File: config.mk
export PLATFORM = sky130hd
export DESIGN_NAME = registerFile
export DESIGN_NICKNAME = d
export VERILOG_FILES = /design/src/rtl/mipsPkg.sv /design/src/rtl/registerFile.sv
export SDC_FILE = /design/constraint.sdc
export NUM_CORES = 2
export LEC_CHECK = 0
export BUFFER_PORTS_ARGS = -buffer_cell sky130_fd_sc_hd__buf_2
export CAP_MARGIN = 20
export CORE_MARGIN = 4
export CORE_UTILIZATION = 45
export DETAILED_ROUTE_END_ITERATION = 10
export MAX_ROUTING_LAYER = met4
export PLACE_DENSITY = 0.67
export SETUP_SLACK_MARGIN = 0.1
export SKIP_CTS_REPAIR_TIMING = 1
export SLEW_MARGIN = 15
export SYNTH_ARGS = -nofsm -noshare
export SYNTH_HDL_FRONTEND = slang
export SYNTH_SLANG_ARGS = --single-unit
File: constraint.sdc
create_clock -name clk -period 2.1 [get_ports clk]
set_input_delay 0.42 -clock clk [delete_from_list [all_inputs] [get_ports clk]]
set_output_delay 0.42 -clock clk [all_outputs]
set_load 0.005 [all_outputs]
File: src/rtl/mipsPkg.sv
package mipsPkg;

    ////////////////////////////////////////////////////////////
    // Datapath width
    ////////////////////////////////////////////////////////////
    localparam int DATA_WIDTH = 32;

    ////////////////////////////////////////////////////////////
    // Instruction encodings
    ////////////////////////////////////////////////////////////

    // Primary opcodes, MIPS values where they exist
    typedef enum logic [5:0]
    {
        OP_RTYPE = 6'h00,
        OP_J     = 6'h02,
        OP_BEQ   = 6'h04,
        OP_ADDI  = 6'h08,
        OP_LW    = 6'h23,
        OP_SW    = 6'h2b,
        // Stops the core until reset
        OP_HALT  = 6'h3f
    } opcodeT;

    // R-type funct field
    typedef enum logic [5:0]
    {
        FN_ADD = 6'h20,
        FN_SUB = 6'h22,
        FN_AND = 6'h24,
        FN_OR  = 6'h25,
        FN_SLT = 6'h2a
    } functT;

    // Shared ALU operations
    typedef enum logic [2:0]
    {
        ALU_ADD = 3'd0,
        ALU_SUB = 3'd1,
        ALU_AND = 3'd2,
        ALU_OR  = 3'd3,
        ALU_SLT = 3'd4
    } aluOpT;

    // Multicycle control states
    typedef enum logic [3:0]
    {
        S_FETCH    = 4'd0,
        S_DECODE   = 4'd1,
        S_MEMADDR  = 4'd2,
        S_MEMREAD  = 4'd3,
        S_MEMWB    = 4'd4,
        S_MEMWRITE = 4'd5,
        S_EXECUTE  = 4'd6,
        S_ALUWB    = 4'd7,
        S_BRANCH   = 4'd8,
        S_ADDIEXEC = 4'd9,
        S_ADDIWB   = 4'd10,
        S_JUMP     = 4'd11,
        S_HALT     = 4'd12
    } cpuStateT;

    // Instruction word, seen as R-type or I-type fields
    // Jump target is just the low 26 bits
    typedef union packed
    {
        struct packed
        {
            opcodeT      opcode;
            logic [4:0]  rs;
            logic [4:0]  rt;
            logic [4:0]  rd;
            logic [4:0]  shamt;
            functT       funct;
        } rType;
        struct packed
        {
            opcodeT      opcode;
            logic [4:0]  rs;
            logic [4:0]  rt;
            logic [15:0] imm;
        } iType;
    } instrT;

endpackage
File: src/rtl/registerFile.sv
`timescale 1ns/100ps

module registerFile
    import mipsPkg::*;
(
    input  logic                  clk,
    input  logic                  arstN,
    input  logic                  writeEnable,
    input  logic [4:0]            readAddrA,
    input  logic [4:0]            readAddrB,
    input  logic [4:0]            writeAddr,
    input  logic [DATA_WIDTH-1:0] writeData,
    output logic [DATA_WIDTH-1:0] readDataA,
    output logic [DATA_WIDTH-1:0] readDataB
);

    // General purpose registers
    logic [DATA_WIDTH-1:0] regs [32];

    // Clear on reset, register 0 never written
    always_ff @(posedge clk or negedge arstN)
    begin
        if (!arstN)
        begin
            for (int i = 0; i < 32; i++)
            begin
                regs[i] <= '0;
            end
        end
        else if (writeEnable && (writeAddr != 5'd0))
        begin
            regs[writeAddr] <= writeData;
        end
    end

    // Both reads combinational
    assign readDataA = regs[readAddrA];
    assign readDataB = regs[readAddrB];

    // Register 0 is hardwired zero
    regZeroStable: assert property (@(posedge clk) disable iff (!arstN)
        regs[0] == '0)
        else $error("register 0 changed to %h", regs[0]);

endmodule

==> flow_summary.ini <==
[run]
cap_violations = 0

[sta]
maxSlewHeadroom_pct = 46.2
finalHoldViolations = 0
period_share_pct = 125
max_freq_mhz = 380
setup_ws_ns = -0.534
max_slew.worst_pin.slew_ns = 0.805
skew_ns = 0
period_minus_slack_ns = 2.63
setup_viol_count_final = 64
rsz0062_at_grt = yes
final.setup.tns_ns = -25.11
slew_violations = 0

[finish]
largest_reg_flops = 1024
mostFrequentLayoutCells = dfrtp_1 (1024), mux2i_1 (1023), mux2_2 (953), buf_4 (292), nand2_1 (193)
nets = 4887
area_growth_pct = 20.4
final_common_cell = dfrtp_1
fin_area_um2 = 67300
reg_top3 = regs (1024)
drive_gt1_share_pct = 39.0
regMostFlops = regs

[power]
p_per_area_nw_per_um2 = 889
peakVddDrop_v = 0.000894
p_leak_nw = 31.8

[floorplanning]
initial_core_util_pct = 45.2
die_height_um = 361
die_x_um = 361
dieArea_um2 = 130000
row_count = 129
core_um2 = 124000
io-pin-count = 114

[status]
status = finished, violations left
violations = negative setup slack

[placement]
placed_cell_area_um2 = 61800
place_hpwl_um = 112000
place_congestion = 0.854
portBuffers = 113

[synthesis]
synth_edf_count = 0
seq_area_frac_synth_pct = 45.8
synth_top_area_cell = dfrtp_1
yosys_warnings = 0
synth_ff_type = dfrtp_1
synth_nets = 4651
yosysUniqueCellTypes = 28
syn_area_um2 = 55900
netlist_top_cells_area = dfrtp_1 (46%), mux2_2 (19%), mux2i_1 (18%)
ys_seq_elements = 1024
syn_inst = 4601
ys_async_sr_fraction_pct = 100
avgSynthCellArea_um2 = 12.2
synth_top_area_share_pct = 45.8

[critical_path]
critPathMaxStageDelay_ns = 0.40
cp.required_ns = 1.68
crit_buf_inv = 2
crit_slowest_cell = dfrtp_1
cp_cell_sequence = mux2i_1, a22o_1, nor3_1, buf_4, a31oi_4, nand3_2, buf_2
criticalPathCategory = register to output port
path_max_fanout = 3
path_delay_family = flip-flops
start_kind = register
crit_arrival_ns = 2.21
endpoint_kind = output port

[drt]
dr_wl_met3_um = 11300
drt-wirelength-per-cell_um = 26.9
wl_met1_um = 77100
vias = 40200
viasPerCell = 6.12
routed_wl_um = 177000
drcViolationCount = 0
drt_iter0_drc = 3800
firstDrtPassIters = 5
ant_nets = 0
dr_wl_met2_um = 82800
top_layer_used = met4

[grt]
grt_pass1_vias = 40800
grt_max_degree = 100
grt_antenna_before_repair = 11
grt_pass1_wl_um = 261000
overflow = 0
track_usage_pct = 26.8

[clock_network]
clock_latency_ns = 0.72
htree_levels = 3
clkSlewWorstSetupHoldPaths_ns = 0.07
cts.sinks = 1024
cts_max_path_buffers = 3
root_buffer = clkbuf_16
cts_tree = done
cts_made_buffers = 109

[min_path]
min_path_type = primary input to asynchronous set/reset pin
kinds of logic after synthesis:
family	Yosys count	synth area share, %
mux	2016	38.3
flops	1024	45.8
compound gates	576	7.01
simple gates	512	4.39
buf+inv	473	4.50
cell usage after synthesis (16+ instances only):
master	number
buf_6	48
nor3_1	65
a21oi_1	192
a22oi_1	192
dfrtp_1	1024
buf_2	111
nor2_4	16
mux2_1	39
a31oi_1	64
nand3_1	194
buf_1	26
mux2_2	953
a22o_1	128
nand2_1	210
mux2i_1	1024
clkbuf_1	224
buf_4	64
area by class of cell:
class	instances	area (µm²)
fillers	10300	56300
multi-input cells	3104	29000
flip-flops and latches	1024	25600
repair buffers	598	6810
clock buffers	150	3140
well taps	1637	2050
clock inverters	51	741
diodes	3	7.51
worst paths after layout:
| kind | startpoint | to | slack, ns | cells past startpoint |
|---|---|---|---|---|
| worst max-delay path | regs[956] | readDataA[28] | -0.53 | 7 |
| worst min-delay path | arstN | regs[414] | 0.18 | 2 |
| worst max register to register | regs[802] | regs[802] | 1.18 | 2 |
| worst min register to register | regs[995] | regs[995] | 0.40 | 0 |
| max in group asynchronous | arstN | regs[710] | 0.94 | 4 |
| min in group clk | writeData[29] | regs[509] | 0.32 | 2 |
metal layers:
layer,up-vias,track usage (%)
met5,-,-
met4,0,7.82
met3,384,4.39
met2,1443,41.9
met1,20900,36.2
li1,17500,-
through the flow:
step	utilization (%)	hold slack, ns	total power, mW	instances	worst slack, ns
after floorplan	-	0.124	34.0	4601	0.0515
after global placement	50.0	0.320	37.8	6343	-0.555
after detailed placement	50.0	0.319	38.3	6343	-0.549
after CTS	53.1	-0.464	59.3	6544	-0.782
after global routing	54.5	0.156	62.4	6565	-0.592
final	54.5	0.176	59.8	6567	-0.534
power by group:
group          internal, mW  total, mW  switching [mW]
logic                  6.73       12.5            5.73
clock network          12.5       21.0            8.44
registers              23.5       26.4            2.91
total                  42.8       59.8            17.1
Note: power is estimated with default switching activity, not from simulation.
