[src/rtl/mipsPkg.sv]
package mipsPkg;

    ////////////////////////////////////////////////////////////
    // Datapath width
    ////////////////////////////////////////////////////////////
    localparam int DATA_WIDTH = 32;

    ////////////////////////////////////////////////////////////
    // Instruction encodings
    ////////////////////////////////////////////////////////////

    // Primary opcodes, MIPS values where they exist
    typedef enum logic [5:0]
    {
        OP_RTYPE = 6'h00,
        OP_J     = 6'h02,
        OP_BEQ   = 6'h04,
        OP_ADDI  = 6'h08,
        OP_LW    = 6'h23,
        OP_SW    = 6'h2b,
        // Stops the core until reset
        OP_HALT  = 6'h3f
    } opcodeT;

    // R-type funct field
    typedef enum logic [5:0]
    {
        FN_ADD = 6'h20,
        FN_SUB = 6'h22,
        FN_AND = 6'h24,
        FN_OR  = 6'h25,
        FN_SLT = 6'h2a
    } functT;

    // Shared ALU operations
    typedef enum logic [2:0]
    {
        ALU_ADD = 3'd0,
        ALU_SUB = 3'd1,
        ALU_AND = 3'd2,
        ALU_OR  = 3'd3,
        ALU_SLT = 3'd4
    } aluOpT;

    // Multicycle control states
    typedef enum logic [3:0]
    {
        S_FETCH    = 4'd0,
        S_DECODE   = 4'd1,
        S_MEMADDR  = 4'd2,
        S_MEMREAD  = 4'd3,
        S_MEMWB    = 4'd4,
        S_MEMWRITE = 4'd5,
        S_EXECUTE  = 4'd6,
        S_ALUWB    = 4'd7,
        S_BRANCH   = 4'd8,
        S_ADDIEXEC = 4'd9,
        S_ADDIWB   = 4'd10,
        S_JUMP     = 4'd11,
        S_HALT     = 4'd12
    } cpuStateT;

    // Instruction word, seen as R-type or I-type fields
    // Jump target is just the low 26 bits
    typedef union packed
    {
        struct packed
        {
            opcodeT      opcode;
            logic [4:0]  rs;
            logic [4:0]  rt;
            logic [4:0]  rd;
            logic [4:0]  shamt;
            functT       funct;
        } rType;
        struct packed
        {
            opcodeT      opcode;
            logic [4:0]  rs;
            logic [4:0]  rt;
            logic [15:0] imm;
        } iType;
    } instrT;

endpackage
[src/rtl/controlFsm.sv]
`timescale 1ns/100ps

module controlFsm
    import mipsPkg::*;
(
    input  logic       clk,
    input  logic       arstN,
    input  logic       run,
    input  opcodeT     opcode,
    input  functT      funct,
    input  logic       aluZero,
    output logic       pcWrite,
    output logic       irWrite,
    output logic       memWrite,
    output logic       regWrite,
    output logic       iorD,
    output logic       regDst,
    output logic       memToReg,
    output logic       aluSrcA,
    output logic [1:0] aluSrcB,
    output logic [1:0] pcSource,
    output aluOpT      aluOp,
    output logic       halted
);

    cpuStateT state;
    cpuStateT nextState;

    ////////////////////////////////////////////////////////////
    // State register
    ////////////////////////////////////////////////////////////

    // Only advances while run is high
    always_ff @(posedge clk or negedge arstN)
    begin
        if (!arstN)
        begin
            state <= S_FETCH;
        end
        else if (run)
        begin
            state <= nextState;
        end
    end

    // Next state
    always_comb
    begin
        nextState = S_FETCH;
        case (state)
            S_FETCH:    nextState = S_DECODE;
            S_DECODE:
            begin
                // Opcode dispatch
                case (opcode)
                    OP_RTYPE: nextState = S_EXECUTE;
                    OP_LW:    nextState = S_MEMADDR;
                    OP_SW:    nextState = S_MEMADDR;
                    OP_ADDI:  nextState = S_ADDIEXEC;
                    OP_BEQ:   nextState = S_BRANCH;
                    OP_J:     nextState = S_JUMP;
                    // Halt and anything unknown
                    default:  nextState = S_HALT;
                endcase
            end
            S_MEMADDR:  nextState = (opcode == OP_LW) ? S_MEMREAD : S_MEMWRITE;
            S_MEMREAD:  nextState = S_MEMWB;
            S_EXECUTE:  nextState = S_ALUWB;
            S_ADDIEXEC: nextState = S_ADDIWB;
            // Sticky until reset
            S_HALT:     nextState = S_HALT;
            default:    nextState = S_FETCH;
        endcase
    end

    ////////////////////////////////////////////////////////////
    // Datapath controls
    ////////////////////////////////////////////////////////////
    always_comb
    begin
        // Everything idle unless a state says otherwise
        pcWrite  = 1'b0;
        irWrite  = 1'b0;
        memWrite = 1'b0;
        regWrite = 1'b0;
        iorD     = 1'b0;
        regDst   = 1'b0;
        memToReg = 1'b0;
        aluSrcA  = 1'b0;
        aluSrcB  = 2'b00;
        pcSource = 2'b00;
        aluOp    = ALU_ADD;
        if (run)
        begin
            case (state)
                S_FETCH:
                begin
                    // IR from memory, PC + 4
                    irWrite = 1'b1;
                    aluSrcB = 2'b01;
                    pcWrite = 1'b1;
                end
                S_DECODE:
                begin
                    // Branch target into ALUOut early
                    aluSrcB = 2'b11;
                end
                S_MEMADDR:
                begin
                    aluSrcA = 1'b1;
                    aluSrcB = 2'b10;
                end
                S_MEMREAD:  iorD = 1'b1;
                S_MEMWB:
                begin
                    memToReg = 1'b1;
                    regWrite = 1'b1;
                end
                S_MEMWRITE:
                begin
                    iorD     = 1'b1;
                    memWrite = 1'b1;
                end
                S_EXECUTE:
                begin
                    aluSrcA = 1'b1;
                    // Funct picks the operation
                    case (funct)
                        FN_SUB:  aluOp = ALU_SUB;
                        FN_AND:  aluOp = ALU_AND;
                        FN_OR:   aluOp = ALU_OR;
                        FN_SLT:  aluOp = ALU_SLT;
                        default: aluOp = ALU_ADD;
                    endcase
                end
                S_ALUWB:
                begin
                    regDst   = 1'b1;
                    regWrite = 1'b1;
                end
                S_BRANCH:
                begin
                    // Compare rs and rt, take ALUOut if equal
                    aluSrcA  = 1'b1;
                    aluOp    = ALU_SUB;
                    pcSource = 2'b01;
                    pcWrite  = aluZero;
                end
                S_ADDIEXEC:
                begin
                    aluSrcA = 1'b1;
                    aluSrcB = 2'b10;
                end
                S_ADDIWB:   regWrite = 1'b1;
                S_JUMP:
                begin
                    pcSource = 2'b10;
                    pcWrite  = 1'b1;
                end
                default:
                begin
                    // Halt drives nothing
                end
            endcase
        end
    end

    assign halted = (state == S_HALT);

    // IR loads in fetch only
    irWriteInFetch: assert property (@(posedge clk) disable iff (!arstN)
        irWrite |-> state == S_FETCH)
        else $error("irWrite outside fetch in state %s", state.name());

    // Stopped core writes nothing
    noWriteWhileStopped: assert property (@(posedge clk) disable iff (!arstN)
        !run |-> !(pcWrite || irWrite || memWrite || regWrite))
        else $error("write enable high with run low");

endmodule

[config.mk]
export PLATFORM = sky130hd
export DESIGN_NAME = controlFsm
export DESIGN_NICKNAME = d
export VERILOG_FILES = /design/src/rtl/mipsPkg.sv /design/src/rtl/controlFsm.sv
export SDC_FILE = /design/constraint.sdc
export NUM_CORES = 1
export LEC_CHECK = 0
export BUFFER_PORTS_ARGS = -buffer_cell sky130_fd_sc_hd__buf_2
export CAP_MARGIN = 20
export CORE_MARGIN = 2
export CORE_UTILIZATION = 47
export DETAILED_ROUTE_END_ITERATION = 8
export GPL_TIMING_DRIVEN = 0
export PLACE_DENSITY = 0.88
export SETUP_SLACK_MARGIN = 0.4
export SYNTH_ARGS = -nofsm -noshare
export SYNTH_HDL_FRONTEND = slang
export SYNTH_SLANG_ARGS = --single-unit
export TNS_END_PERCENT = 20
[constraint.sdc]
create_clock -name clk -period 4.3 [get_ports clk]
set_clock_uncertainty 0.2 [all_clocks]
set_input_delay 0.215 -clock clk [delete_from_list [all_inputs] [get_ports clk]]
set_output_delay 0.215 -clock clk [all_outputs]
set_load 0.01 [all_outputs]
==> metrics, run 1 <==
type of element capturing the critical path=output port; number of enable flip-flop cells after synthesis=0; number of detailed-route iterations in the first pass=4; Resize count post-CTS=0; cell-by-cell listing of the critical path=and2b_1 > nand2_1 > or4_4 > nor4b_2 > buf_2; global placement routability congestion=0.912; outcome=finished, final reports clean; total number of placement rows=13; DRC violation count after routing=0; # IOs=32; global routing usage on met2=50.4%; register area share after synthesis=15.9%; DP Worst Slack=2.18 ns; number of antenna violations at the first check in global routing=0; number of flip-flops in the largest register=4; required time reported for the critical path endpoint=3.88 ns; arrival time reported for the critical path endpoint=1.98 ns; leading post-synthesis cells by cell area=sky130_fd_sc_hd__dfrtp_1 16%, sky130_fd_sc_hd__nand2_1 7.8%, sky130_fd_sc_hd__o21ai_0 5.6%; CP max stage cell=sky130_fd_sc_hd__or4_4; H-tree lvl count=1; die height=40.6 microns; period utilisation layout=55.7%; count of mapped cells out of synthesis=94; number of pins exceeding their max-slew limit in the final report=0; setup total negative slack=0 ns; aggregate global-route resource usage=28.0%; slowest cell delay on critical path=0.54 ns; met3 GRT Util=3.33%; transition at the pin with the smallest max-transition slack=0.423 ns; Max Freq=0.418 GHz; chip width=40.6 microns; unrepaired setup endpoints after global routing=false; mean instance size in the synthesized netlist=6.68 sq um; post-synthesis cell type count=38; routed wire length=1.93 mm; most heavily used metal layer in global routing=met2; clock insertion delay at the later pin of the skew report=0.24 ns; final critical-path required period=2.39 ns; share of final-layout standard cells stronger than drive strength 1=30.2%; Post-Synthesis Net Count=110; Startpoint Class=flop; clock tree from TritonCTS=done; library cell occupying the most area in the post-synthesis netlist=sky130_fd_sc_hd__dfrtp_1; post-synthesis instance area=628 sq um; Routed Antenna Nets=0; Area Growth Syn to Fin=32.9%; type of the worst min-delay path=in2async; top flop regs=state (4); Peak VDD IR=0.222 mV; max-cap check violation count=0; fin nets=147; area of the core=0.00127 sq mm; initial standard-cell utilization of the core=49.5%; sink count of the clock tree=4; Routed WL per cell=13.4 microns; CTS hold repair buffers=1; Power Density=474 mW/mm^2; Warnings, synthesis=0; Setup Fix Bufs, Post-CTS=0; final hold slack=0.103 ns; worst slew slack as a fraction of its limit=71.0%; top flip-flop cell by instance count after synthesis=sky130_fd_sc_hd__dfrtp_1; Total Die Area=0.00164 sq mm; fill cell instance count of the final layout=120; post-route setup slack=1.91 ns; leakage component of the power=0.367 nW; global-route wire length before repair=3.05 mm; hold violation total from the final report=0; final HPWL from detailed placement=1.53 mm; clock buffer depth=2; Congestion Overflow GR=0; register with the most flip-flops=state; largest net degree at the start of global routing=11; worst setup path category=reg2out; via-per-instance ratio=6.00; drt initial violations=51; vias in the first global route=716; asr flop ratio synth=100%; leading cell types by count after synthesis=13 x sky130_fd_sc_hd__nand2_1, 7 x sky130_fd_sc_hd__o21ai_0; number of CTS-inserted buffers=3; diode count=0; CTS clock-pin slew for the worst setup and hold paths=0.04 ns; largest driver fanout on the critical path=6; clk root buf=sky130_fd_sc_hd__clkbuf_4; detailed-route via count=864; count of input and output buffers=31; post-synthesis sequential element count=4; GRT met1 Usage=33.2%; Final setup violation count=0; proportion of netlist area held by the largest area contributor=15.9%; most common cell in the netlist=sky130_fd_sc_hd__nand2_1
## worst paths after layout
path                       startpoint  endpoint  slack (ns)  cells past startpoint
max                          state[3]  aluOp[1]        1.91                      5
min                             arstN  state[2]        0.10                      2
max reg2reg                  state[0]  state[2]        2.62                      5
min reg2reg                  state[2]  state[2]        0.50                      3
max in group asynchronous       arstN  state[1]        3.68                      2
min in group clk            opcode[5]  state[0]        0.12                      4
## cells by family (layout without fill, tap and decap cells)
kind of cell / Yosys count / in the layout / synth area share (%)
xor gates and xnor gates: 2 / 2 / 2.79
DFF: 4 / 4 / 15.9
muxes: 1 / 1 / 1.59
buffers and inverters: 11 / 46 / 6.57
AOI/OAI and AO/OA: 30 / 30 / 32.9
and+or+nand+nor: 46 / 46 / 40.2
## report_power, final
part           switching (mW)  internal [mW]
clock                  0.0168         0.0313
sequential             0.0184         0.0540
combinational           0.175          0.100
## through the flow
stage,cell area [sq um],total power [mW],std cells,utilization (%)
6_report,835,0.396,144,65.8
5_1_grt,835,0.433,144,65.8
4_1_cts,835,0.392,144,65.8
3_5_place_dp,802,0.343,140,63.2
3_3_place_gp,802,0.336,140,63.2
2_1_floorplan,628,0.259,94,-
## cell type report
class,count,area (sq um),area share (%)
multi-input cells,79,487,58.3
repair buffers,32,165,19.8
flip-flops and latches,4,100,12.0
clock buffers,3,22.5,2.70
plain buffers,6,22.5,2.70
inverters,5,18.8,2.25
well taps,15,18.8,2.25
## layer usage
metal / up-vias / part of all wire, %
met4: 0 / 1.1
met2: 57 / 51
met5: - / 0
met1: 379 / 37
li1: 423 / -
met3: 5 / 10
## critical path: cells and delay by family (launching register included)
kind / cells / cell delay [ns]
simple gates: 4 / 1.16
flops: 1 / 0.42
buf+inv: 1 / 0.16
## cell usage in the layout (no fill, tap or decap), drive strengths merged, types with 2 or more instances in the layout
cell type	synthesis	layout
nor2	6	6
o211ai	2	2
o21ai	7	7
nor3	6	6
dfrtp	4	4
o311ai	2	2
nand2b	5	5
buf	0	31
inv	5	5
clkbuf	6	9
a21boi	2	2
nand3	4	4
nand2	13	13
a21oi	6	6
nor4	4	4
Note: power is estimated with default switching activity, not from simulation.
==> run 2: changes to the inputs <==
--- a/config.mk
+++ b/config.mk
@@ -8,10 +8,10 @@
 export BUFFER_PORTS_ARGS = -buffer_cell sky130_fd_sc_hd__buf_2
 export CAP_MARGIN = 20
 export CORE_MARGIN = 2
-export CORE_UTILIZATION = 47
+export CORE_UTILIZATION = 44
 export DETAILED_ROUTE_END_ITERATION = 8
 export GPL_TIMING_DRIVEN = 0
-export PLACE_DENSITY = 0.88
+export PLACE_DENSITY = 0.84
 export SETUP_SLACK_MARGIN = 0.4
 export SYNTH_ARGS = -nofsm -noshare
 export SYNTH_HDL_FRONTEND = slang
==> constraint.sdc (replaced) <==
create_clock -name clk -period 2.3 [get_ports clk]
set_clock_uncertainty 0.2 [all_clocks]
set_input_delay 0.115 -clock clk [delete_from_list [all_inputs] [get_ports clk]]
set_output_delay 0.115 -clock clk [all_outputs]
set_load 0.01 [all_outputs]
==> metrics, run 2 (synthesis gave the netlist of run 1 again) <==
outcome=finished, final reports clean; most common cell after layout, fill and taps aside=sky130_fd_sc_hd__buf_2; post-route setup slack=0.245 ns; Power Density=892 mW/mm^2; initial standard-cell utilization of the core=47.7%; Total Die Area=0.00175 sq mm; final hold slack=0.0105 ns; Top Family by Delay on Critical Path=simple AND/OR/NAND/NOR gates; number of flip-flops in the largest register=4; share of final-layout standard cells stronger than drive strength 1=35.3%; die height=41.8 microns; global placement routability congestion=0.918; DP Worst Slack=0.271 ns; number of placed instances, taps included=140; worst slew slack as a fraction of its limit=72.2%; leakage component of the power=0.396 nW; unrepaired setup endpoints after global routing=true; slowest cell delay on critical path=0.46 ns; Final setup violation count=0; period utilisation layout=89.3%; sink count of the clock tree=4; diode count=0; area of the core=0.00132 sq mm; Routed Antenna Nets=0; clk root buf=sky130_fd_sc_hd__clkbuf_4; aggregate global-route resource usage=24.2%; Max Freq=0.487 GHz; number of antenna violations at the first check in global routing=0; type of element capturing the critical path=output port; transition at the pin with the smallest max-transition slack=0.418 ns; cell area after placement=802 sq um; count of buffer and inverter cells on the critical path=1; number of detailed-route iterations in the first pass=4; final critical-path required period=2.05 ns; Area Growth Syn to Fin=41.8%; largest net degree at the start of global routing=11; vias in the first global route=778; register with the most flip-flops=state; number of CTS-inserted buffers=3; CP max stage cell=sky130_fd_sc_hd__or4_4; required time reported for the critical path endpoint=1.99 ns; # IOs=32; Routed WL per cell=13.6 microns; final HPWL from detailed placement=1.48 mm; chip width=41.8 microns; type of the worst min-delay path=in2async; detailed-route via count=888; Startpoint Class=flop; number of pins exceeding their max-slew limit in the final report=0; Design Power=0.794 mW; largest driver fanout on the critical path=2; cell-by-cell listing of the critical path=and2b_1 > nand2_2 > or4_4 > nor4b_4 > buf_2; Peak VDD IR=0.463 mV; routed wire length=2.01 mm; non-filler instance count after layout=148; commonest cells after routing, fill and taps aside=31 x sky130_fd_sc_hd__buf_2, 12 x sky130_fd_sc_hd__nand2_1, 7 x sky130_fd_sc_hd__o21ai_0; worst setup path category=reg2out; clock buffer depth=2; total number of placement rows=13; drt initial violations=41; clock insertion delay at the later pin of the skew report=0.24 ns; Congestion Overflow GR=0; clock tree from TritonCTS=done; hold violation total from the final report=0; via-per-instance ratio=6.00; H-tree lvl count=1; setup total negative slack=0 ns; global-route wire length before repair=3.34 mm; arrival time reported for the critical path endpoint=1.74 ns; DRC violation count after routing=0; post-layout instance area=891 sq um; fin nets=151; max-cap check violation count=0; count of input and output buffers=31; top flop regs=state (4); CTS clock-pin slew for the worst setup and hold paths=0.04 ns; final core area utilization=67.6%
==> run 2: timing repair <==
action                     4_1_cts  5_1_grt
resized for setup                5        2
pin swaps                        3        0
setup endpoints to repair        4        7
hold buffers                     1        0
hold endpoints to repair         4        0
setup buffers                    4        0
==> run 2: worst register-to-register path: cells and delay by family (launching register included) <==
| family | cells | cell delay [ns] |
|---|---|---|
| compound gates | 2 | 0.57 |
| buf+inv | 2 | 0.37 |
| flops | 1 | 0.37 |
==> run 2: worst paths after layout <==
kind | start | to | slack, ns | cells past startpoint
worst min register to register | state[1] | state[0] | 0.44 | 3
worst max register to register | state[3] | state[3] | 0.66 | 4
worst min-delay path | arstN | state[0] | 0.01 | 2
max in group asynchronous | arstN | state[2] | 1.76 | 2
worst max-delay path | state[3] | aluOp[1] | 0.25 | 5
min in group clk | opcode[5] | state[0] | 0.02 | 4
==> run 2: layer usage <==
| metal | part of all wire [%] | track usage (%) | vias to the layer above | wire length (microns) |
|---|---|---|---|---|
| met5 | 0 | 0 | - | 0 |
| met4 | 1.0 | 10.3 | 0 | 21 |
| met3 | 8.4 | 5.65 | 4 | 168 |
| met2 | 51 | 42.5 | 49 | 1030 |
| met1 | 39 | 27.5 | 400 | 790 |
| li1 | - | - | 435 | - |
==> run 2: cell type report <==
cell class | instances | area (sq um)
inverter | 5 | 18.8
sequential | 4 | 103
fill | 131 | 427
clock buffer | 3 | 22.5
buffer | 6 | 26.3
multi-input combinational | 79 | 507
tap | 15 | 18.8
timing repair buffer | 36 | 195
==> run 2: report_power, final <==
part	total [mW]	internal, mW	switching [mW]
combinational	0.574	0.218	0.356
clock	0.0888	0.0584	0.0304
sequential	0.132	0.103	0.0282
total	0.794	0.379	0.415
