$ cat src/rtl/mipsPkg.sv
package mipsPkg;

    ////////////////////////////////////////////////////////////
    // Datapath width
    ////////////////////////////////////////////////////////////
    localparam int DATA_WIDTH = 32;

    ////////////////////////////////////////////////////////////
    // Instruction encodings
    ////////////////////////////////////////////////////////////

    // Primary opcodes, MIPS values where they exist
    typedef enum logic [5:0]
    {
        OP_RTYPE = 6'h00,
        OP_J     = 6'h02,
        OP_BEQ   = 6'h04,
        OP_ADDI  = 6'h08,
        OP_LW    = 6'h23,
        OP_SW    = 6'h2b,
        // Stops the core until reset
        OP_HALT  = 6'h3f
    } opcodeT;

    // R-type funct field
    typedef enum logic [5:0]
    {
        FN_ADD = 6'h20,
        FN_SUB = 6'h22,
        FN_AND = 6'h24,
        FN_OR  = 6'h25,
        FN_SLT = 6'h2a
    } functT;

    // Shared ALU operations
    typedef enum logic [2:0]
    {
        ALU_ADD = 3'd0,
        ALU_SUB = 3'd1,
        ALU_AND = 3'd2,
        ALU_OR  = 3'd3,
        ALU_SLT = 3'd4
    } aluOpT;

    // Multicycle control states
    typedef enum logic [3:0]
    {
        S_FETCH    = 4'd0,
        S_DECODE   = 4'd1,
        S_MEMADDR  = 4'd2,
        S_MEMREAD  = 4'd3,
        S_MEMWB    = 4'd4,
        S_MEMWRITE = 4'd5,
        S_EXECUTE  = 4'd6,
        S_ALUWB    = 4'd7,
        S_BRANCH   = 4'd8,
        S_ADDIEXEC = 4'd9,
        S_ADDIWB   = 4'd10,
        S_JUMP     = 4'd11,
        S_HALT     = 4'd12
    } cpuStateT;

    // Instruction word, seen as R-type or I-type fields
    // Jump target is just the low 26 bits
    typedef union packed
    {
        struct packed
        {
            opcodeT      opcode;
            logic [4:0]  rs;
            logic [4:0]  rt;
            logic [4:0]  rd;
            logic [4:0]  shamt;
            functT       funct;
        } rType;
        struct packed
        {
            opcodeT      opcode;
            logic [4:0]  rs;
            logic [4:0]  rt;
            logic [15:0] imm;
        } iType;
    } instrT;

endpackage
$ cat src/rtl/alu.sv
`timescale 1ns/100ps

module alu
    import mipsPkg::*;
(
    input  aluOpT                 op,
    input  logic [DATA_WIDTH-1:0] a,
    input  logic [DATA_WIDTH-1:0] b,
    output logic [DATA_WIDTH-1:0] result,
    output logic                  zero
);

    // Signed views for slt
    logic signed [DATA_WIDTH-1:0] aSigned;
    logic signed [DATA_WIDTH-1:0] bSigned;

    assign aSigned = a;
    assign bSigned = b;

    ////////////////////////////////////////////////////////////
    // Operation select
    ////////////////////////////////////////////////////////////
    always_comb
    begin
        case (op)
            ALU_ADD:
            begin
                result = a + b;
            end
            ALU_SUB:
            begin
                // Also the beq compare
                result = a - b;
            end
            ALU_AND:
            begin
                result = a & b;
            end
            ALU_OR:
            begin
                result = a | b;
            end
            ALU_SLT:
            begin
                // 1 or 0, signed compare
                result = {{(DATA_WIDTH-1){1'b0}}, (aSigned < bSigned)};
            end
            default:
            begin
                result = '0;
            end
        endcase
    end

    // Branch condition flag
    assign zero = (result == '0);

endmodule

$ cat config.mk
export PLATFORM = sky130hd
export DESIGN_NAME = alu
export DESIGN_NICKNAME = d
export VERILOG_FILES = /design/src/rtl/mipsPkg.sv /design/src/rtl/alu.sv
export SDC_FILE = /design/constraint.sdc
export NUM_CORES = 1
export LEC_CHECK = 0
export BUFFER_PORTS_ARGS = -buffer_cell sky130_fd_sc_hd__buf_2
export CAP_MARGIN = 40
export CORE_MARGIN = 8
export CORE_UTILIZATION = 45
export DETAILED_ROUTE_END_ITERATION = 6
export PLACE_DENSITY = 0.67
export SLEW_MARGIN = 20
export SYNTH_ARGS = -nofsm -noshare
export SYNTH_HDL_FRONTEND = slang
export SYNTH_SLANG_ARGS = --single-unit
$ cat constraint.sdc
create_clock -name vclk -period 3.5
set_input_delay 0.175 -clock vclk [all_inputs]
set_output_delay 0.175 -clock vclk [all_outputs]
set_load 0.005 [all_outputs]
==> results of run 1 <==
## cells by family after synthesis
| group | Yosys count | synth area share [%] |
|---|---|---|
| AOI/OAI and AO/OA | 285 | 36.9 |
| and+or+nand+nor | 272 | 24.8 |
| buffers and inverters | 144 | 9.95 |
| adders and majority gates | 107 | 24.4 |
| xor gates and xnor gates | 14 | 2.21 |
| muxes | 10 | 1.80 |
## metrics by stage
| stage | std cells | setup WS, ns | hold WS (ns) | setup TNS (ns) |
|---|---|---|---|---|
| 2_1_floorplan | 832 | 0.365 | 0.606 | 0 |
| 4_1_cts | 1206 | 0.000244 | 0.767 | 0 |
| 6_report | 1208 | -0.0304 | 0.775 | -0.0304 |
| 5_1_grt | 1208 | -0.155 | 0.786 | -0.155 |
| 3_5_place_dp | 1206 | -0.304 | 0.766 | -0.304 |
| 3_3_place_gp | 1206 | -0.286 | 0.766 | -0.286 |
## routing by layer
metal / track usage (%) / up-vias / routed length, um / share of wire [%]
met3: 2.70 / 60 / 1580 / 7.4
li1: - / 3516 / - / -
met1: 32.0 / 3306 / 9170 / 43
met5: 0 / - / 0 / 0
met2: 41.8 / 364 / 9780 / 46
met4: 7.77 / 0 / 767 / 3.6
## worst max path at each step
stage / start / end / slack (ns)
floorplan: a[16] / zero / 0.37
finish: a[0] / zero / -0.03
global placement: a[0] / zero / -0.29
CTS: a[0] / zero / 0.0002
detailed placement: a[0] / zero / -0.30
global route: a[0] / zero / -0.16
## power groups by stage
stage / logic [uW] / registers (uW) / clock network [uW]
after floorplan: 679 / 0 / 0
after global placement: 1230 / 0 / 0
after detailed placement: 1230 / 0 / 0
after CTS: 1250 / 0 / 0
after global routing: 1420 / 0 / 0
final: 1310 / 0 / 0
## area by class of cell
type	instances	area (um2)
Fill cell	1162	4410
Tap cell	147	184
Timing Repair Buffer	277	1840
Multi-Input combinational cell	688	5210
Inverter	96	360
## layout by cell type (no fill, tap or decap), types with 11 or more instances in the layout
master / count
sky130_fd_sc_hd__a31oi_1: 11
sky130_fd_sc_hd__ha_1: 96
sky130_fd_sc_hd__o21ai_0: 30
sky130_fd_sc_hd__inv_1: 93
sky130_fd_sc_hd__nor2b_1: 14
sky130_fd_sc_hd__nand2_1: 57
sky130_fd_sc_hd__o211ai_1: 18
sky130_fd_sc_hd__nand4_1: 12
sky130_fd_sc_hd__nor4_1: 14
sky130_fd_sc_hd__nor2_1: 69
sky130_fd_sc_hd__buf_2: 100
sky130_fd_sc_hd__or3_1: 14
sky130_fd_sc_hd__a21o_1: 14
sky130_fd_sc_hd__nor3_1: 25
sky130_fd_sc_hd__xnor2_1: 12
sky130_fd_sc_hd__a21oi_1: 67
sky130_fd_sc_hd__nand3_1: 15
sky130_fd_sc_hd__nand2b_1: 11
sky130_fd_sc_hd__buf_4: 176
## worst max-delay path, cell delays in order
cell	delay, ns
sky130_fd_sc_hd__buf_2	0.11
sky130_fd_sc_hd__inv_1	0.07
sky130_fd_sc_hd__ha_2	0.20
sky130_fd_sc_hd__fa_2	0.23
sky130_fd_sc_hd__nor2_2	0.06
sky130_fd_sc_hd__o311a_1	0.36
sky130_fd_sc_hd__o32a_1	0.42
sky130_fd_sc_hd__buf_4	0.16
sky130_fd_sc_hd__nand4_1	0.07
sky130_fd_sc_hd__nand4_1	0.18
sky130_fd_sc_hd__a211oi_2	0.27
sky130_fd_sc_hd__nand4_1	0.15
sky130_fd_sc_hd__nor4_2	0.31
sky130_fd_sc_hd__nand4_1	0.20
sky130_fd_sc_hd__and4bb_1	0.28
sky130_fd_sc_hd__buf_2	0.11
## repair_timing
item                       in CTS  in global routing
buffers inserted                0                  2
setup endpoints to repair       1                  1
hold endpoints to repair        0                  0
pin swaps                       8                 24
gates resized for setup        13                 29
==> load_flow_metrics.sql, run 1 <==
INSERT INTO impl_metrics (metric_group, metric, value, unit) VALUES
('status', 'outcome', 'complete, but fails checks', ''),
('status', 'failing_checks', 'negative setup slack', ''),
('layout', 'nets', '1237', ''),
('yosys', 'synth_seq_area_share', '0', '%'),
('yosys', 'synth_nets', '1006', ''),
('routing', 'drt_pass1_iterations', '6', ''),
('die', 'dieArea', '16200', 'um2'),
('power_and_ir_drop', 'intPower', '603', 'uW'),
('power_and_ir_drop', 'areal_power_density_over_the_cells', '173', 'nW/um2'),
('routing', 'drt_drc_violations_left', '0', ''),
('layout', 'postLayoutCellArea', '7600', 'um2'),
('timing', 'finalCriticalPeriod', '3.53', 'ns'),
('global_routing', 'grt_start_max_net_pins', '34', ''),
('yosys', 'post_synth_most_frequent_cells', '105 x sky130_fd_sc_hd__ha_1, 93 x sky130_fd_sc_hd__inv_1, 70 x sky130_fd_sc_hd__nor2_1', ''),
('setup_path', 'category_of_the_critical_setup_timing_path', 'in -> out', ''),
('placement', 'place.port_buffers', '100', ''),
('placement', 'place_congestion', '1.02', ''),
('power_and_ir_drop', 'net_load_switching_power', '709', 'uW'),
('yosys', 'post-synth-top-area-cell', 'sky130_fd_sc_hd__ha_1', ''),
('timing', 'report.final.hold_viol_count', '0', ''),
('routing', 'drt-wirelength-per-cell', '17.6', 'um'),
('routing', 'post_drt_via_cell_ratio', '6.00', ''),
('global_routing', 'global_route_wire_length_before_repair', '33.7', 'mm'),
('timing', 'setup_slack', '-0.0304', 'ns'),
('clock_network', 'post_cts_hold_buffer_count', '0', ''),
('global_routing', 'globalRoute.totalOverflow', '0', ''),
('layout', 'syn2layout_area_growth', '36.7', '%'),
('power_and_ir_drop', 'p_total', '1310', 'uW'),
('layout', 'layout.clock_buffers', '0', ''),
('setup_path', 'worst-endpoint-arrival', '3.36', 'ns'),
('routing', 'wirelength', '21.3', 'mm'),
('yosys', 'synthCells', '832', ''),
('layout', 'antenna_cells', '0', ''),
('hold_path', 'timing.hold.worst_path_depth', '3', ''),
('yosys', 'ys_top_cells_by_area', 'sky130_fd_sc_hd__ha_1 24%, sky130_fd_sc_hd__inv_1 6.3%, sky130_fd_sc_hd__a21oi_1 6.2%, sky130_fd_sc_hd__nor2_1 4.7%, sky130_fd_sc_hd__nand2_1 3.8%', ''),
('power_and_ir_drop', 'vdd_drop_max', '0.0862', 'mV'),
('routing', 'detailroute.via_count', '7246', ''),
('yosys', 'synth_cell_type_count', '77', ''),
('yosys', 'mappedNetlistArea', '5560', 'um2'),
('layout', 'area.sequential', '0', 'um2'),
('placement', 'placed_cell_area', '7380', 'um2'),
('power_and_ir_drop', 'p_seq_share', '0', '%'),
('setup_path', 'critPathCaptureType', 'primary output', ''),
('timing', 'report.final.setup_viol', '1', ''),
('layout', 'final_layout_size_suffix_gt1_share', '31.2', '%'),
('timing', 'max_freq', '0.283', 'GHz'),
('hold_path', 'holdPathEnd', 'result[1]', ''),
('layout', 'nFlopsAndLatches', '0', ''),
('global_routing', 'global_route.usage.total', '24.7', '%'),
('die', 'fp-row-count', '40', ''),
('global_routing', 'initial_antenna_violation_count', '0', ''),
('routing', 'antenna_left', '0', ''),
('setup_path', 'timing.critical_path.required', '3.32', 'ns'),
('yosys', 'yosys.area.top_type_share', '23.6', '%'),
('global_routing', 'grt_pass1_vias', '6876', ''),
('die', 'design.core.area', '12000', 'um2'),
('die', 'io-pin-count', '100', ''),
('flow_run', 'cap_viol_max_count', '0', ''),
('hold_path', 'hold_path_startpoint', 'op[2]', ''),
('timing', 'fin_crit_sh', '101', '%'),
('placement', 'post-dp-hpwl', '17.5', 'mm'),
('hold_path', 'min-delay-path-class', 'in -> out', ''),
('yosys', 'yosys_warnings', '0', ''),
('setup_path', 'critical_path.max_fanout', '3', ''),
('timing', 'grt_setup_unrepaired', 'true', ''),
('power_and_ir_drop', 'power.clock.fraction', '0', '%'),
('yosys', 'synth_most_common_cell', 'sky130_fd_sc_hd__ha_1', ''),
('timing', 'tightest_pin_transition', '0.606', 'ns'),
('yosys', 'avgSynthCellArea', '6.68', 'um2'),
('die', 'start_util', '46.3', '%'),
('power_and_ir_drop', 'sw_frac_of_total', '54.0', '%'),
('layout', 'final_util', '63.3', '%'),
('die', 'die-width', '127', 'um'),
('timing', 'timing.final.max_slew_violations', '0', ''),
('routing', 'drtIter0Drc', '665', ''),
('timing', 'timing.slew.headroom', '59.2', '%'),
('die', 'fp.dieH', '127', 'um'),
('setup_path', 'startpoint_type', 'input pin', ''),
('power_and_ir_drop', 'cellLeakagePower', '0.00384', 'uW'),
('power_and_ir_drop', 'p_comb_share', '100.0', '%');
Power figures use the tool's default switching activity.
==> run 2, diff against run 1 <==
- CORE_ASPECT_RATIO: default -> 2
==> run 2 against run 1 <==
  * The run still ends with negative setup slack left
  * First-iteration DRC count fell by 5.0%
  * Sequential cell count unchanged
  * Maximum frequency shrank 1.3%
  * Design area up 7.5%
  * Via count is 7.1% higher
  * Non-clock buffer count grew 45
  * Utilization rose by 4.1 points
  * Die area is 1.3% higher
  * Total power grew 12%
  * Largest power group unchanged
==> load_flow_metrics.sql, run 2 (synthesized netlist as in run 1, its figures left out) <==
INSERT INTO impl_metrics (metric_group, metric, value, unit) VALUES
('layout', 'fill_cells', '1137', ''),
('routing', 'wirelength', '25.0', 'mm'),
('layout', 'final_layout_size_suffix_gt1_share', '36.6', '%'),
('layout', 'syn2layout_area_growth', '47.0', '%'),
('layout', 'layout_common_cells', '221 x sky130_fd_sc_hd__buf_4, 97 x sky130_fd_sc_hd__buf_2, 93 x sky130_fd_sc_hd__ha_1', ''),
('placement', 'placed_cell_area', '7610', 'um2'),
('flow_run', 'cap_viol_max_count', '0', ''),
('timing', 'setup_total_negative_slack', '-0.0753', 'ns'),
('layout', 'number_of_non_filler_instances_in_the_completed_layout', '1253', ''),
('setup_path', 'slowest_stage', 'sky130_fd_sc_hd__or4_1', ''),
('global_routing', 'grt_start_max_net_pins', '28', ''),
('layout', 'nets', '1282', ''),
('timing', 'tightest_pin_transition', '0.843', 'ns'),
('timing', 'max_freq', '0.280', 'GHz'),
('die', 'start_util', '45.8', '%'),
('routing', 'drtIter0Drc', '632', ''),
('setup_path', 'startpoint_type', 'input pin', ''),
('timing', 'report.final.hold_viol_count', '0', ''),
('routing', 'drt_pass1_iterations', '5', ''),
('global_routing', 'global_route.usage.total', '29.5', '%'),
('die', 'io-pin-count', '100', ''),
('timing', 'grt_setup_unrepaired', 'true', ''),
('routing', 'drt_drc_violations_left', '0', ''),
('setup_path', 'critPathCaptureType', 'primary output', ''),
('global_routing', 'globalRoute.totalOverflow', '0', ''),
('routing', 'drt-wirelength-per-cell', '19.9', 'um'),
('status', 'outcome', 'complete, but fails checks', ''),
('layout', 'area.sequential', '0', 'um2'),
('setup_path', 'longest_individual_stage_delay_on_the_worst_path', '0.51', 'ns'),
('power_and_ir_drop', 'vdd_drop_max', '0.0924', 'mV'),
('placement', 'dp_cells', '1237', ''),
('placement', 'place_congestion', '1.05', ''),
('placement', 'post-dp-hpwl', '20.1', 'mm'),
('timing', 'finalCriticalPeriod', '3.58', 'ns'),
('timing', 'setup_slack', '-0.0753', 'ns'),
('routing', 'post_drt_via_cell_ratio', '6.19', ''),
('power_and_ir_drop', 'cellLeakagePower', '0.00408', 'uW'),
('power_and_ir_drop', 'areal_power_density_over_the_cells', '179', 'nW/um2'),
('global_routing', 'global_route_wire_length_before_repair', '38.9', 'mm'),
('setup_path', 'critical_path.max_fanout', '3', ''),
('die', 'fp-row-count', '57', ''),
('hold_path', 'min-delay-path-class', 'in -> out', ''),
('routing', 'antenna_left', '0', ''),
('layout', 'nFlopsAndLatches', '0', ''),
('layout', 'multiInputGateArea', '5420', 'um2'),
('die', 'die-width', '94.6', 'um'),
('timing', 'timing.slew.headroom', '43.1', '%'),
('layout', 'final_util', '67.4', '%'),
('placement', 'place.port_buffers', '100', ''),
('setup_path', 'critical_path.top_delay_family', 'simple AND/OR/NAND/NOR gates', ''),
('timing', 'final_hold_slack', '0.741', 'ns'),
('layout', 'antenna_cells', '0', ''),
('routing', 'detailroute.via_count', '7761', ''),
('setup_path', 'worst-endpoint-arrival', '3.40', 'ns'),
('setup_path', 'cp_cell_sequence', 'buf_4 -> inv_4 -> buf_6 -> fa_2 -> buf_4 -> o21bai_1 -> a211oi_1 -> nor3_1 -> o32ai_1 -> or4_1 -> nor4_2 -> nand4_1 -> nor4_2 -> nand4_1 -> and4bb_1 -> buf_2', ''),
('timing', 'timing.final.max_slew_violations', '0', ''),
('die', 'dieArea', '16400', 'um2'),
('layout', 'postLayoutCellArea', '8170', 'um2'),
('status', 'failing_checks', 'negative setup slack', ''),
('timing', 'report.final.setup_viol', '1', ''),
('layout', 'layout.clock_buffers', '0', ''),
('setup_path', 'timing.critical_path.required', '3.32', 'ns'),
('global_routing', 'initial_antenna_violation_count', '0', ''),
('die', 'fp.dieH', '173', 'um'),
('die', 'design.core.area', '12100', 'um2'),
('layout', 'most_common_cell_after_layout_fill_and_taps_aside', 'sky130_fd_sc_hd__buf_4', ''),
('setup_path', 'cp.buffers_inverters', '5', ''),
('timing', 'fin_crit_sh', '102', '%'),
('global_routing', 'grt_pass1_vias', '7747', ''),
('setup_path', 'category_of_the_critical_setup_timing_path', 'in -> out', '');
[run 2: changes by cell type in the layout (fill, tap and decap cells not counted), sizes merged]
cell,delta
buf,+45
[run 2: report_power, final]
part	total (uW)	leakage (uW)	switching, uW	internal [uW]
Sequential	0	0	0	0
Combinational	1460	0.00408	786	677
Clock	0	0	0	0
Total	1460	0.00408	786	677
[run 2: routing by layer]
metal | vias up | share of wire, % | track usage [%]
met4 | 0 | 7.6 | 16.9
met2 | 416 | 53 | 55.1
met3 | 166 | 7.0 | 4.82
li1 | 3606 | - | -
met1 | 3573 | 32 | 28.9
met5 | - | 0 | 0
[run 2: layout make-up]
cell class | instances | area share (%)
Inverter | 96 | 4.50
Multi-Input combinational cell | 688 | 66.3
Tap cell | 147 | 2.25
Timing Repair Buffer | 322 | 27.0
[run 2: final timing paths]
path / start / to / slack [ns] / depth (start not counted)
worst min-delay path: op[2] / result[1] / 0.74 / 3
worst max-delay path: a[1] / zero / -0.08 / 16
[run 2: what timing repair did]
item                       in CTS  in global routing
buffers inserted                2                 14
pin swaps                      29                 27
setup endpoints to repair       1                  3
hold buffers                    0                  0
resized for setup              43                 50
[run 2: through the flow]
stage	setup WS [ns]	power (uW)
finish	-0.0753	1460
global placement	-0.448	1290
CTS	0.00459	1350
floorplan	0.365	679
global route	-0.184	1570
detailed placement	-0.433	1300
[run 2: worst min-delay path: stages]
cell and delay [ns]:
sky130_fd_sc_hd__buf_2 0.17, sky130_fd_sc_hd__nor2_1 0.11, sky130_fd_sc_hd__buf_2 0.11
